`src/logic/reuleaux_types_pkg.sv`:
```
package reuleaux_types_pkg;

    // screen column, 0 to 159
    typedef logic [7:0] xcoord_t;
    // screen row, 0 to 119
    typedef logic [6:0] ycoord_t;
    // 3-bit rgb
    typedef logic [2:0] colour_t;
    // triangle width, also the radius of every arc
    typedef logic [7:0] diam_t;
    // traced coordinate, may fall off screen
    typedef logic signed [9:0] scoord_t;

    // one pixel write toward the frame buffer
    typedef struct packed {
        xcoord_t x;
        ycoord_t y;
        colour_t colour;
    } pixel_t;

    // traced point before clipping
    typedef struct packed {
        scoord_t x;
        scoord_t y;
    } spoint_t;

    // arc centre or clip corner plus arc id
    // wide fields so vertices far off screen keep their sign
    typedef struct packed {
        logic signed [14:0] x;
        logic signed [14:0] y;
        logic [1:0]         arc;
        logic               spare;
    } centre_t;

endpackage

```
`src/logic/reuleaux_geom_pkg.sv`:
```
package reuleaux_geom_pkg;

    // visible frame
    localparam int SCREEN_W = 160;
    localparam int SCREEN_H = 120;

    // sqrt(3) in Q8
    localparam int SQRT3_Q8 = 443;
    // h1 = d * sqrt(3) / 6, so the Q8 product is divided by 6 * 256
    localparam int H1_DIV = 1536;

    // arc ids in centre_t.arc
    // 0 means no arc, every point is dropped
    localparam logic [1:0] ARC_NONE    = 2'd0;
    localparam logic [1:0] ARC_TOP_V   = 2'd1;
    localparam logic [1:0] ARC_LEFT_V  = 2'd2;
    localparam logic [1:0] ARC_RIGHT_V = 2'd3;

    // arc states are named after the edge they draw
    typedef enum logic [2:0] {
        IDLE,
        CLEAR,
        ARC_BOTTOM,
        ARC_LEFT,
        ARC_RIGHT,
        DONE
    } ctrl_state_t;

    // centroid to base distance, rounded to nearest
    function automatic logic [7:0] h1_of(input reuleaux_types_pkg::diam_t d);
        int unsigned prod;
        prod = int'(d) * SQRT3_Q8 + H1_DIV / 2;
        return 8'(prod / H1_DIV);
    endfunction

endpackage

```
`src/logic/arc_clip.sv`:
```
`timescale 1ns/1ps

module arc_clip (
    input  logic                              vif,
    input  logic                              rst_n,
    input  logic                              group_valid,
    input  reuleaux_types_pkg::spoint_t [7:0] points,
    input  reuleaux_types_pkg::centre_t       group_arc,
    input  reuleaux_types_pkg::colour_t       colour,
    output logic                              ready,
    output reuleaux_types_pkg::pixel_t        pixel,
    output logic                              plot
);

    import reuleaux_types_pkg::*;
    import reuleaux_geom_pkg::*;

    spoint_t [7:0] pts_q;
    logic [7:0]    keep;
    logic [7:0]    mask_q;
    logic [2:0]    sel;
    logic          take;

    // on screen and on the visible part of this arc
    function automatic logic keep_point(input spoint_t p, input centre_t corner);
        logic on_screen;
        logic in_arc;
        on_screen = (p.x >= 0) && (p.x < SCREEN_W) && (p.y >= 0) && (p.y < SCREEN_H);
        case (corner.arc)
            // below the base line
            ARC_TOP_V:   in_arc = (p.y >= corner.y);
            // right of the apex, above the base
            ARC_LEFT_V:  in_arc = (p.x >= corner.x) && (p.y <= corner.y);
            ARC_RIGHT_V: in_arc = (p.x <= corner.x) && (p.y <= corner.y);
            default:     in_arc = 1'b0;
        endcase
        return on_screen && in_arc;
    endfunction

    // empty buffer accepts the next group
    assign ready = (mask_q == 8'd0);
    assign take  = group_valid && ready;

    always_comb begin
        for (int i = 0; i < 8; i++) begin
            keep[i] = keep_point(points[i], group_arc);
        end
    end

    // lowest surviving point goes first
    always_comb begin
        sel = '0;
        for (int i = 7; i >= 0; i--) begin
            if (mask_q[i]) sel = 3'(i);
        end
    end

    always_ff @(posedge vif or negedge rst_n) begin
        if (!rst_n) begin
            mask_q <= '0;
            plot   <= 1'b0;
        end else begin
            plot <= |mask_q;
            if (take) mask_q <= keep;
            else mask_q <= mask_q & ~(8'd1 << sel);
        end
    end

    // survivors are on screen, truncation is safe
    always_ff @(posedge vif) begin
        if (take) pts_q <= points;
        pixel <= '{x: xcoord_t'(pts_q[sel].x), y: ycoord_t'(pts_q[sel].y), colour: colour};
    end

endmodule

```
`src/logic/circle_octants.sv`:
```
`timescale 1ns/1ps

module circle_octants (
    input  logic                              vif,
    input  logic                              rst_n,
    input  logic                              arc_go,
    input  reuleaux_types_pkg::centre_t       arc_centre,
    input  reuleaux_types_pkg::diam_t         radius,
    input  logic                              ready,
    output logic                              group_valid,
    output reuleaux_types_pkg::spoint_t [7:0] points,
    output reuleaux_types_pkg::centre_t       group_arc,
    output logic                              arc_last
);

    import reuleaux_types_pkg::*;
    import reuleaux_geom_pkg::*;

    // a grows from 0, b shrinks from r, err is the midpoint decision
    diam_t              a_q;
    diam_t              b_q;
    diam_t              a_next;
    diam_t              b_next;
    logic signed [10:0] err_q;
    logic signed [10:0] err_next;
    logic               running;
    logic               finishing;
    logic               step;
    logic               stop;
    centre_t            ctr_q;
    centre_t            clip_ref;
    logic signed [15:0] cx;
    logic signed [15:0] cy;
    logic signed [15:0] oa;
    logic signed [15:0] ob;
    spoint_t [7:0]      pts;

    // far points pinned just off screen so the clipper drops them
    function automatic scoord_t clamp(input logic signed [15:0] v);
        if (v > 16'sd511) return scoord_t'(511);
        if (v < -16'sd512) return scoord_t'(-512);
        return scoord_t'(v);
    endfunction

    // advance while the output slot is free or being emptied
    assign step = running && (!group_valid || ready);
    assign stop = (a_q >= b_q) || (b_next < a_next);

    always_comb begin
        a_next = a_q + 8'd1;
        if (err_q < 0) begin
            b_next   = b_q;
            err_next = err_q + ($signed({3'b0, a_next}) <<< 1) + 11'sd1;
        end else begin
            b_next   = b_q - 8'd1;
            err_next = err_q + (($signed({3'b0, a_next}) - $signed({3'b0, b_next})) <<< 1)
                       + 11'sd1;
        end
    end

    // clip corner of this arc, base midpoint of the triangle
    always_comb begin
        clip_ref = arc_centre;
        case (arc_centre.arc)
            ARC_TOP_V:   clip_ref.y = arc_centre.y + 15'(3 * h1_of(radius));
            ARC_LEFT_V:  clip_ref.x = arc_centre.x + 15'(radius >> 1);
            ARC_RIGHT_V: clip_ref.x = arc_centre.x - 15'(radius >> 1);
            default:     clip_ref.arc = ARC_NONE;
        endcase
    end

    assign cx = 16'(ctr_q.x);
    assign cy = 16'(ctr_q.y);
    assign oa = $signed({8'b0, a_q});
    assign ob = $signed({8'b0, b_q});

    // eight mirror images of the current offset
    always_comb begin
        pts[0] = '{x: clamp(cx + ob), y: clamp(cy + oa)};
        pts[1] = '{x: clamp(cx + oa), y: clamp(cy + ob)};
        pts[2] = '{x: clamp(cx - oa), y: clamp(cy + ob)};
        pts[3] = '{x: clamp(cx - ob), y: clamp(cy + oa)};
        pts[4] = '{x: clamp(cx - ob), y: clamp(cy - oa)};
        pts[5] = '{x: clamp(cx - oa), y: clamp(cy - ob)};
        pts[6] = '{x: clamp(cx + oa), y: clamp(cy - ob)};
        pts[7] = '{x: clamp(cx + ob), y: clamp(cy - oa)};
    end

    always_ff @(posedge vif or negedge rst_n) begin
        if (!rst_n) begin
            running     <= 1'b0;
            finishing   <= 1'b0;
            group_valid <= 1'b0;
            arc_last    <= 1'b0;
            a_q         <= '0;
            b_q         <= '0;
            err_q       <= '0;
        end else begin
            arc_last <= 1'b0;
            if (arc_go) begin
                running   <= 1'b1;
                finishing <= 1'b0;
                a_q       <= '0;
                b_q       <= radius;
                err_q     <= 11'sd1 - $signed({3'b0, radius});
            end else if (step) begin
                a_q   <= a_next;
                b_q   <= b_next;
                err_q <= err_next;
                if (stop) begin
                    running   <= 1'b0;
                    finishing <= 1'b1;
                end
            end else if (finishing && !group_valid && ready) begin
                // last group drained out of the clipper
                finishing <= 1'b0;
                arc_last  <= 1'b1;
            end
            if (step) group_valid <= 1'b1;
            else if (ready) group_valid <= 1'b0;
        end
    end

    always_ff @(posedge vif) begin
        if (arc_go) begin
            ctr_q     <= arc_centre;
            group_arc <= clip_ref;
        end
        if (step) points <= pts;
    end

endmodule

```
`src/logic/reuleaux_ctrl.sv`:
```
`timescale 1ns/1ps

module reuleaux_ctrl (
    input  logic                        vif,
    input  logic                        rst_n,
    input  logic                        start,
    input  reuleaux_types_pkg::xcoord_t centre_x,
    input  reuleaux_types_pkg::ycoord_t centre_y,
    input  reuleaux_types_pkg::diam_t   diameter,
    input  logic                        clear_last,
    input  logic                        arc_last,
    output logic                        clear_go,
    output logic                        arc_go,
    output reuleaux_types_pkg::centre_t arc_centre,
    output reuleaux_types_pkg::diam_t   radius,
    output logic                        sel_clear,
    output logic                        done
);

    import reuleaux_types_pkg::*;
    import reuleaux_geom_pkg::*;

    ctrl_state_t        state;
    logic               start_q;
    logic               start_rise;
    logic               launch;
    diam_t              d_q;
    logic signed [14:0] cx_q;
    logic signed [14:0] cy_q;
    logic signed [14:0] h1_q;
    logic signed [14:0] h2_q;
    logic signed [14:0] half_d;
    centre_t            next_centre;

    assign start_rise = start && !start_q;
    assign half_d     = 15'(d_q >> 1);

    // next arc leaves on the end of the previous phase
    assign launch = (state == CLEAR && clear_last) ||
                    ((state == ARC_BOTTOM || state == ARC_LEFT) && arc_last);

    // request captured on the start edge only
    always_ff @(posedge vif) begin
        if (state == IDLE && start_rise) begin
            cx_q <= 15'(centre_x);
            cy_q <= 15'(centre_y);
            d_q  <= diameter;
            h1_q <= 15'(h1_of(diameter));
            h2_q <= 15'(h1_of(diameter)) << 1;
        end
    end

    // vertex for the arc about to start
    always_comb begin
        next_centre = '0;
        case (state)
            // bottom edge, traced around the top vertex
            CLEAR: begin
                next_centre.x   = cx_q;
                next_centre.y   = cy_q - h2_q;
                next_centre.arc = ARC_TOP_V;
            end
            // left edge, around the right vertex
            ARC_BOTTOM: begin
                next_centre.x   = cx_q + half_d;
                next_centre.y   = cy_q + h1_q;
                next_centre.arc = ARC_RIGHT_V;
            end
            // right edge, around the left vertex
            ARC_LEFT: begin
                next_centre.x   = cx_q - half_d;
                next_centre.y   = cy_q + h1_q;
                next_centre.arc = ARC_LEFT_V;
            end
            default: next_centre.arc = ARC_NONE;
        endcase
    end

    always_ff @(posedge vif) begin
        if (launch) begin
            arc_centre <= next_centre;
        end
    end

    always_ff @(posedge vif or negedge rst_n) begin
        if (!rst_n) begin
            state    <= IDLE;
            start_q  <= 1'b0;
            clear_go <= 1'b0;
            arc_go   <= 1'b0;
        end else begin
            start_q  <= start;
            clear_go <= (state == IDLE) && start_rise;
            arc_go   <= launch;
            case (state)
                IDLE:       if (start_rise) state <= CLEAR;
                CLEAR:      if (clear_last) state <= ARC_BOTTOM;
                ARC_BOTTOM: if (arc_last) state <= ARC_LEFT;
                ARC_LEFT:   if (arc_last) state <= ARC_RIGHT;
                ARC_RIGHT:  if (arc_last) state <= DONE;
                // hold until the requester lets go
                DONE:       if (!start) state <= IDLE;
                default:    state <= IDLE;
            endcase
        end
    end

    assign radius    = d_q;
    assign sel_clear = (state == CLEAR);
    // falls with start, the state follows a cycle later
    assign done      = (state == DONE) && start;

endmodule

```
`src/logic/reuleaux_top.sv`:
```
`timescale 1ns/1ps

module reuleaux_top (
    input  logic                        vif,
    input  logic                        rst_n,
    input  logic                        start,
    input  reuleaux_types_pkg::xcoord_t centre_x,
    input  reuleaux_types_pkg::ycoord_t centre_y,
    input  reuleaux_types_pkg::diam_t   diameter,
    input  reuleaux_types_pkg::colour_t colour,
    output reuleaux_types_pkg::pixel_t  pixel,
    output logic                        plot,
    output logic                        done
);

    import reuleaux_types_pkg::*;

    // control strobes
    logic          clear_go;
    logic          clear_last;
    logic          arc_go;
    logic          arc_last;
    logic          sel_clear;
    // tracer to clipper
    logic          ready;
    logic          group_valid;
    spoint_t [7:0] points;
    centre_t       group_arc;
    centre_t       arc_centre;
    diam_t         radius;
    // the two pixel streams
    pixel_t        clr_pixel;
    pixel_t        clip_pixel;
    logic          clr_plot;
    logic          clip_plot;

    reuleaux_ctrl u_ctrl (
        .vif        (vif),
        .rst_n      (rst_n),
        .start      (start),
        .centre_x   (centre_x),
        .centre_y   (centre_y),
        .diameter   (diameter),
        .clear_last (clear_last),
        .arc_last   (arc_last),
        .clear_go   (clear_go),
        .arc_go     (arc_go),
        .arc_centre (arc_centre),
        .radius     (radius),
        .sel_clear  (sel_clear),
        .done       (done)
    );

    screen_clear u_clear (
        .vif        (vif),
        .rst_n      (rst_n),
        .clear_go   (clear_go),
        .pixel      (clr_pixel),
        .plot       (clr_plot),
        .clear_last (clear_last)
    );

    circle_octants u_octants (
        .vif         (vif),
        .rst_n       (rst_n),
        .arc_go      (arc_go),
        .arc_centre  (arc_centre),
        .radius      (radius),
        .ready       (ready),
        .group_valid (group_valid),
        .points      (points),
        .group_arc   (group_arc),
        .arc_last    (arc_last)
    );

    arc_clip u_clip (
        .vif         (vif),
        .rst_n       (rst_n),
        .group_valid (group_valid),
        .points      (points),
        .group_arc   (group_arc),
        .colour      (colour),
        .ready       (ready),
        .pixel       (clip_pixel),
        .plot        (clip_plot)
    );

    // clearer owns the output only during the clear phase
    assign {pixel, plot} = sel_clear ? {clr_pixel, clr_plot} : {clip_pixel, clip_plot};

endmodule

```
`src/logic/screen_clear.sv`:
```
`timescale 1ns/1ps

module screen_clear (
    input  logic                       vif,
    input  logic                       rst_n,
    input  logic                       clear_go,
    output reuleaux_types_pkg::pixel_t pixel,
    output logic                       plot,
    output logic                       clear_last
);

    import reuleaux_types_pkg::*;
    import reuleaux_geom_pkg::*;

    logic    active;
    logic    at_end;
    xcoord_t x_q;
    ycoord_t y_q;

    // bottom right corner
    assign at_end = (x_q == xcoord_t'(SCREEN_W - 1)) && (y_q == ycoord_t'(SCREEN_H - 1));

    // raster walk, x fastest
    always_ff @(posedge vif or negedge rst_n) begin
        if (!rst_n) begin
            active     <= 1'b0;
            x_q        <= '0;
            y_q        <= '0;
            plot       <= 1'b0;
            clear_last <= 1'b0;
        end else begin
            plot       <= active;
            clear_last <= active && at_end;
            if (clear_go) begin
                active <= 1'b1;
                x_q    <= '0;
                y_q    <= '0;
            end else if (active) begin
                if (x_q == xcoord_t'(SCREEN_W - 1)) begin
                    x_q <= '0;
                    if (at_end) active <= 1'b0;
                    else y_q <= y_q + 7'd1;
                end else begin
                    x_q <= x_q + 8'd1;
                end
            end
        end
    end

    // black pixel at the current position
    always_ff @(posedge vif) begin
        pixel <= '{x: x_q, y: y_q, colour: '0};
    end

endmodule

```
`config.mk`:
```
export PLATFORM = sky130hd
export DESIGN_NAME = reuleaux_top
export DESIGN_NICKNAME = d
export VERILOG_FILES = /design/src/logic/reuleaux_types_pkg.sv /design/src/logic/reuleaux_geom_pkg.sv /design/src/logic/arc_clip.sv /design/src/logic/circle_octants.sv /design/src/logic/reuleaux_ctrl.sv /design/src/logic/reuleaux_top.sv /design/src/logic/screen_clear.sv
export SDC_FILE = /design/constraint.sdc
export NUM_CORES = 1
export LEC_CHECK = 0
export BUFFER_PORTS_ARGS = -buffer_cell sky130_fd_sc_hd__buf_2
export CORE_MARGIN = 10
export CORE_UTILIZATION = 45
export DETAILED_ROUTE_END_ITERATION = 6
export HOLD_SLACK_MARGIN = 0.02
export PLACE_DENSITY = 0.72
export SYNTH_ARGS = -nofsm -noshare
export SYNTH_HDL_FRONTEND = slang
export SYNTH_SLANG_ARGS = --single-unit
```
`constraint.sdc`:
```
create_clock -name vif -period 10.2 [get_ports vif]
set_clock_uncertainty 0.05 [all_clocks]
set_input_delay 1.53 -clock vif [delete_from_list [all_inputs] [get_ports vif]]
set_output_delay 1.53 -clock vif [all_outputs]
set_load 0.1 [all_outputs]
```
* Word level (Yosys, flattened, before mapping)
Cells that the tools add are included.
Word-level totals: register bits after elaboration 382
Operators by class: bitwise operators 2, muxes and demuxes 118, equality and inequality tests 21, order comparisons 52, shifts and indexed selects 1, multipliers 3, $add $sub $neg 27, divide/modulo/power cells 2, reductions and logical operators 75
Operator list (number):
- $mux W10 | 32
- $gt A16 B10 Y1 const B | 8
- $lt A16 B10 Y1 const B | 8
- $ge A10 B15 Y1 | 8
- $le A10 B15 Y1 | 8
- $pmux W30 S3 | 1
- $ge A10 B1 Y1 const B | 8
- $mux W8 | 9
- $add A15 B9 Y16 | 4
- $add A32 B11 Y32 const B | 2
- $div A32 B11 Y32 const B | 2
- $sub A15 B9 Y16 | 4
- $bmux W20 S3 | 1
- $logic_and A1 B1 Y1 | 55
- $mux W3 | 14
- $lt A10 B8 Y1 const B | 4
- $lt A10 B9 Y1 const B | 4
- $mux W1 | 40
- $mul A8 B9 Y17 const B | 2
- $mux W11 | 3
- $pmux W15 S2 | 1
- $mux W7 | 4
- $pmux W1 S3 | 8
- $add A11 B10 Y11 | 2
- 47 further kinds | 69

* Depth between registers and ports, before layout
word-level depth 12, depth in mapped cells 42

* By module
Synthesis repeated with hierarchy kept, for this count alone.
Second synthesis, totals: cell total of the unflattened synthesis 3600, area total of the unflattened synthesis 34974.8 µm²
By module, submodules not included:
- circle_octants | times used 1, sequential area each 5069.9 µm², area an instance 16434.5 µm², cells an instance 1779
- arc_clip | times used 1, sequential area each 4189.0 µm², area an instance 11393.4 µm², cells an instance 1133
- reuleaux_ctrl | times used 1, sequential area each 1741.7 µm², area an instance 5644.2 µm², cells an instance 563
- screen_clear | times used 1, sequential area each 750.7 µm², area an instance 1219.9 µm², cells an instance 104
- reuleaux_top | times used 1, sequential area each 0.0 µm², area an instance 282.8 µm², cells an instance 21

* Worst setup path after synthesis
Ideal clock, no wire load.
path kind reg-to-reg, from register u_ctrl.d_q[6] (netlist: u_ctrl.radius[6]), to register u_octants.group_arc[14] (netlist name), period minus slack after synthesis 8.806 ns, path slack 1.394 ns, setup time 0.265 ns, data arrival time 8.491 ns, cell stages (with the launch flop) 41, cells stage by stage edfxtp_1 -> inv_1 -> ha_1 -> xor2_1 -> ha_1 -> or2_2 -> fa_1 -> inv_1 -> fa_1 -> inv_1 -> ha_1 -> or4_1 -> o21ai_2 -> a21oi_2 -> or4_4 -> a311oi_4 -> and2_1 -> o22ai_2 -> [... 5 more ...] -> o221a_1 -> a221oi_2 -> nand2b_1 -> fa_1 -> inv_1 -> ha_1 -> inv_1 -> fa_1 -> nor2b_1 -> o21ai_0 -> nand2b_1 -> a21oi_1 -> o21bai_1 -> a21o_1 -> a21o_1 -> a21oi_1 -> nor2_1 -> xor2_1
RTL lines:
- from (decl) | RTL line reuleaux_ctrl.sv:27 | diam_t d_q;
- from (signal assigned) | RTL line reuleaux_ctrl.sv:47 | d_q <= diameter;

==> flow_summary.toml <==
[die]
fp.dieH_um = 266
io_pins = 49
dieWidth_um = 266
starting_density_of_the_core = 0.453
core_area_um2 = 60000
rows = 90
design.die.area_um2 = 70600

[critical_path]
timing.critical_path.buf_inv = 5
crit_path_kind = "register to register"
timing.critical_path.required_ns = 10.47
worstSetupEndpointType = "register"
cp-start-kind = "register"
cp_top_family = "adder cells"
slowest_delay_ns = 0.59
cp_data_arrival_time_ns = 9.80
path_max_fanout = 16
cpMaxStageDelayCell = "sky130_fd_sc_hd__edfxtp_1"

[clock_network]
clk_path_buf_depth = 3
root_buffer = "sky130_fd_sc_hd__clkbuf_16"
clk_latency_ns = 0.59
clkSinkCount = 342
tritoncts = "done"
clk_transition_reported_paths_ns = 0.06
tritoncts.num_buffers = 39
h_tree_lvls = 2

[placement]
port_buffers = 48
finalWeightedCongestion = 0.912
pre_cts_ws_ns = 0.634
placed_wire_length_estimate_um = 50500
detailed_place.area_um2 = 28200

[global_route]
grt_antenna_before_repair = 3
grt_pass1_vias = 19600
overflow = 0
grt_use_total = 0.180
grt_max_degree = 65
grt_first_pass_wirelength_um = 103000

[layout]
nFillCells = 5505
layout-drive-gt1-share = 0.0580
area_delta_synth_final_pct = 8.64
layout.core_utilization = 0.492
stdcell_area_um2 = 29500
finish.net_count = 3296

[synth]
synth_top_cells_by_area = "sky130_fd_sc_hd__edfxtp_1, sky130_fd_sc_hd__ha_1, sky130_fd_sc_hd__dfrtp_1"
synth_area_per_cell_um2 = 9.77
postSynthRegisterBits = 342
synthDistinctLibCells = 95
synth_enable_flop_cells = 245
async_set_or_reset_flop_fraction_in_the_synthesized_netlist = 0.187
synth_sequential_area_ratio = 0.354
synth.net_count = 3267
synth.yosys.warnings = 0
synth.top_cell.area_share = 0.271
netlist_top_cells_count = "sky130_fd_sc_hd__ha_1, sky130_fd_sc_hd__nor2_1, sky130_fd_sc_hd__inv_1"
synth.most_common_cell = "sky130_fd_sc_hd__ha_1"
post_synth_instance_area_um2 = 27200
postSynth.topFlopCell = "sky130_fd_sc_hd__edfxtp_1"
synth_cells = 2783
synth_area_leader_cell = "sky130_fd_sc_hd__edfxtp_1"

[sta]
timing_max_transition_violations_final = 0
period_minus_slack_ns = 9.53
period_share = 0.934
setup_viol = 0
finalHoldViolCount = 0
setup_ws_ns = 0.668
setup-tns-final_ns = 0
slew_headroom = 0.209
grt_setup_unrepaired = "no"
worst_pin_slew_ns = 1.18
achievable-frequency_ghz = 0.105

[hold_path]
class_of_the_tightest_hold_or_removal_check = "register to register"

[routing]
post-route-drc-count = 0
ant_nets = 0
vias_per_cell = 5.54
wire_per_inst_um = 17.6
routed-via-count = 20100
detailedRoute.firstIterationViolations = 1430
wl_final_um = 63900
first_pass_iters = 5

[outcome]
run_status = "complete, no violations"

[flow_run]
max-cap-violations = 0
sequential cells by signal, indices dropped and copies added, names as in the netlist, 7 cells and up:
name,flops
u_clear.x_q,8
u_octants.ctr_q,20
u_ctrl.arc_centre,22
u_clear.y_q,7
u_ctrl.radius,8
u_octants.b_q,8
u_octants.group_arc,32
u_octants.err_q,11
u_ctrl.cy_q,7
u_ctrl.cx_q,8
u_octants.points,80
u_clip.mask_q,8
u_clip.pixel,18
u_ctrl.h2_q,8
u_clear.pixel,15
u_clip.pts_q,60
u_octants.a_q,8
final timing paths:
kind | startpoint | to | slack [ns] | depth (start not counted)
max | u_ctrl.radius[7]$_DFFE_PP_ | u_octants.group_arc[13]$_DFFE_PP_ | 0.67 | 38
min | u_clear.x_q[4]$_DFFE_PN0P_ | u_clear.pixel[14]$_DFF_P_ | 0.36 | 0
max reg2reg | u_ctrl.radius[7]$_DFFE_PP_ | u_octants.group_arc[13]$_DFFE_PP_ | 0.67 | 38
min reg2reg | u_clear.x_q[4]$_DFFE_PN0P_ | u_clear.pixel[14]$_DFF_P_ | 0.36 | 0
max in group asynchronous | rst_n | u_ctrl.arc_go$_DFF_PN0_ | 8.29 | 2
min in group asynchronous | rst_n | u_clear.y_q[3]$_DFFE_PN0P_ | 0.76 | 1
kinds of logic after synthesis:
logic type	count (synthesis)	share of synthesized area
buffers and inverters	325	0.0458
muxes	30	0.0113
AOI/OAI and AO/OA	679	0.166
xor gates and xnor gates	183	0.0593
DFF	342	0.354
adders and majority gates	456	0.230
and+or+nand+nor	768	0.134
per-layer routing:
layer / part of all wire / global-route usage / up-vias
met3: 0.042 / 0.0217 / 119
met4: 0.038 / 0.0729 / 0
met5: 0 / 0 / -
met1: 0.46 / 0.237 / 9515
met2: 0.47 / 0.297 / 430
li1: - / - / 10000
cell usage in the layout (no fill, tap or decap), types with 16 or more instances in the layout:
cell,instances
sky130_fd_sc_hd__a211oi_1,21
sky130_fd_sc_hd__clkbuf_16,41
sky130_fd_sc_hd__nand2_1,210
sky130_fd_sc_hd__edfxtp_1,245
sky130_fd_sc_hd__a21oi_1,158
sky130_fd_sc_hd__xor2_1,46
sky130_fd_sc_hd__fa_1,72
sky130_fd_sc_hd__xnor2_1,136
sky130_fd_sc_hd__a21o_1,85
sky130_fd_sc_hd__mux2i_1,24
sky130_fd_sc_hd__nor4_1,19
sky130_fd_sc_hd__nand3_1,29
sky130_fd_sc_hd__nor2_1,252
sky130_fd_sc_hd__nand4_1,38
sky130_fd_sc_hd__buf_4,16
sky130_fd_sc_hd__dfxtp_1,33
sky130_fd_sc_hd__nor2b_1,49
sky130_fd_sc_hd__or3_1,16
sky130_fd_sc_hd__dfrtp_1,63
sky130_fd_sc_hd__nor3_1,45
sky130_fd_sc_hd__inv_1,247
sky130_fd_sc_hd__o21a_1,61
sky130_fd_sc_hd__ha_1,383
sky130_fd_sc_hd__o21bai_1,35
sky130_fd_sc_hd__nand2b_1,30
sky130_fd_sc_hd__buf_2,47
sky130_fd_sc_hd__and2_1,23
sky130_fd_sc_hd__o21ai_0,147
metrics by stage:
stage	cells	hold slack, ns
after floorplan	2783	0.302
after global placement	3550	0.351
after detailed placement	3550	0.352
after CTS	3622	0.367
after global routing	3626	0.372
final	3626	0.365
repair_timing:
action	CTS	global route
setup buffers	0	3
hold buffers	0	0
resized for setup	0	1
endpoints found under the setup margin	0	5
final cells by class:
cell class | instances | area, µm² | area share
inverter | 250 | 942 | 0.0319
multi-input combinational | 2116 | 16300 | 0.553
clock buffer | 52 | 1120 | 0.0378
sequential | 342 | 9620 | 0.326
antenna | 1 | 2.50 | 0.0000848
tap | 782 | 978 | 0.0331
timing repair buffer | 63 | 355 | 0.0120
clock inverter | 20 | 180 | 0.00610
Power is left out: the tool's default activity adds up to more than one toggle a clock period on the data nets, which glitch-free logic cannot reach.
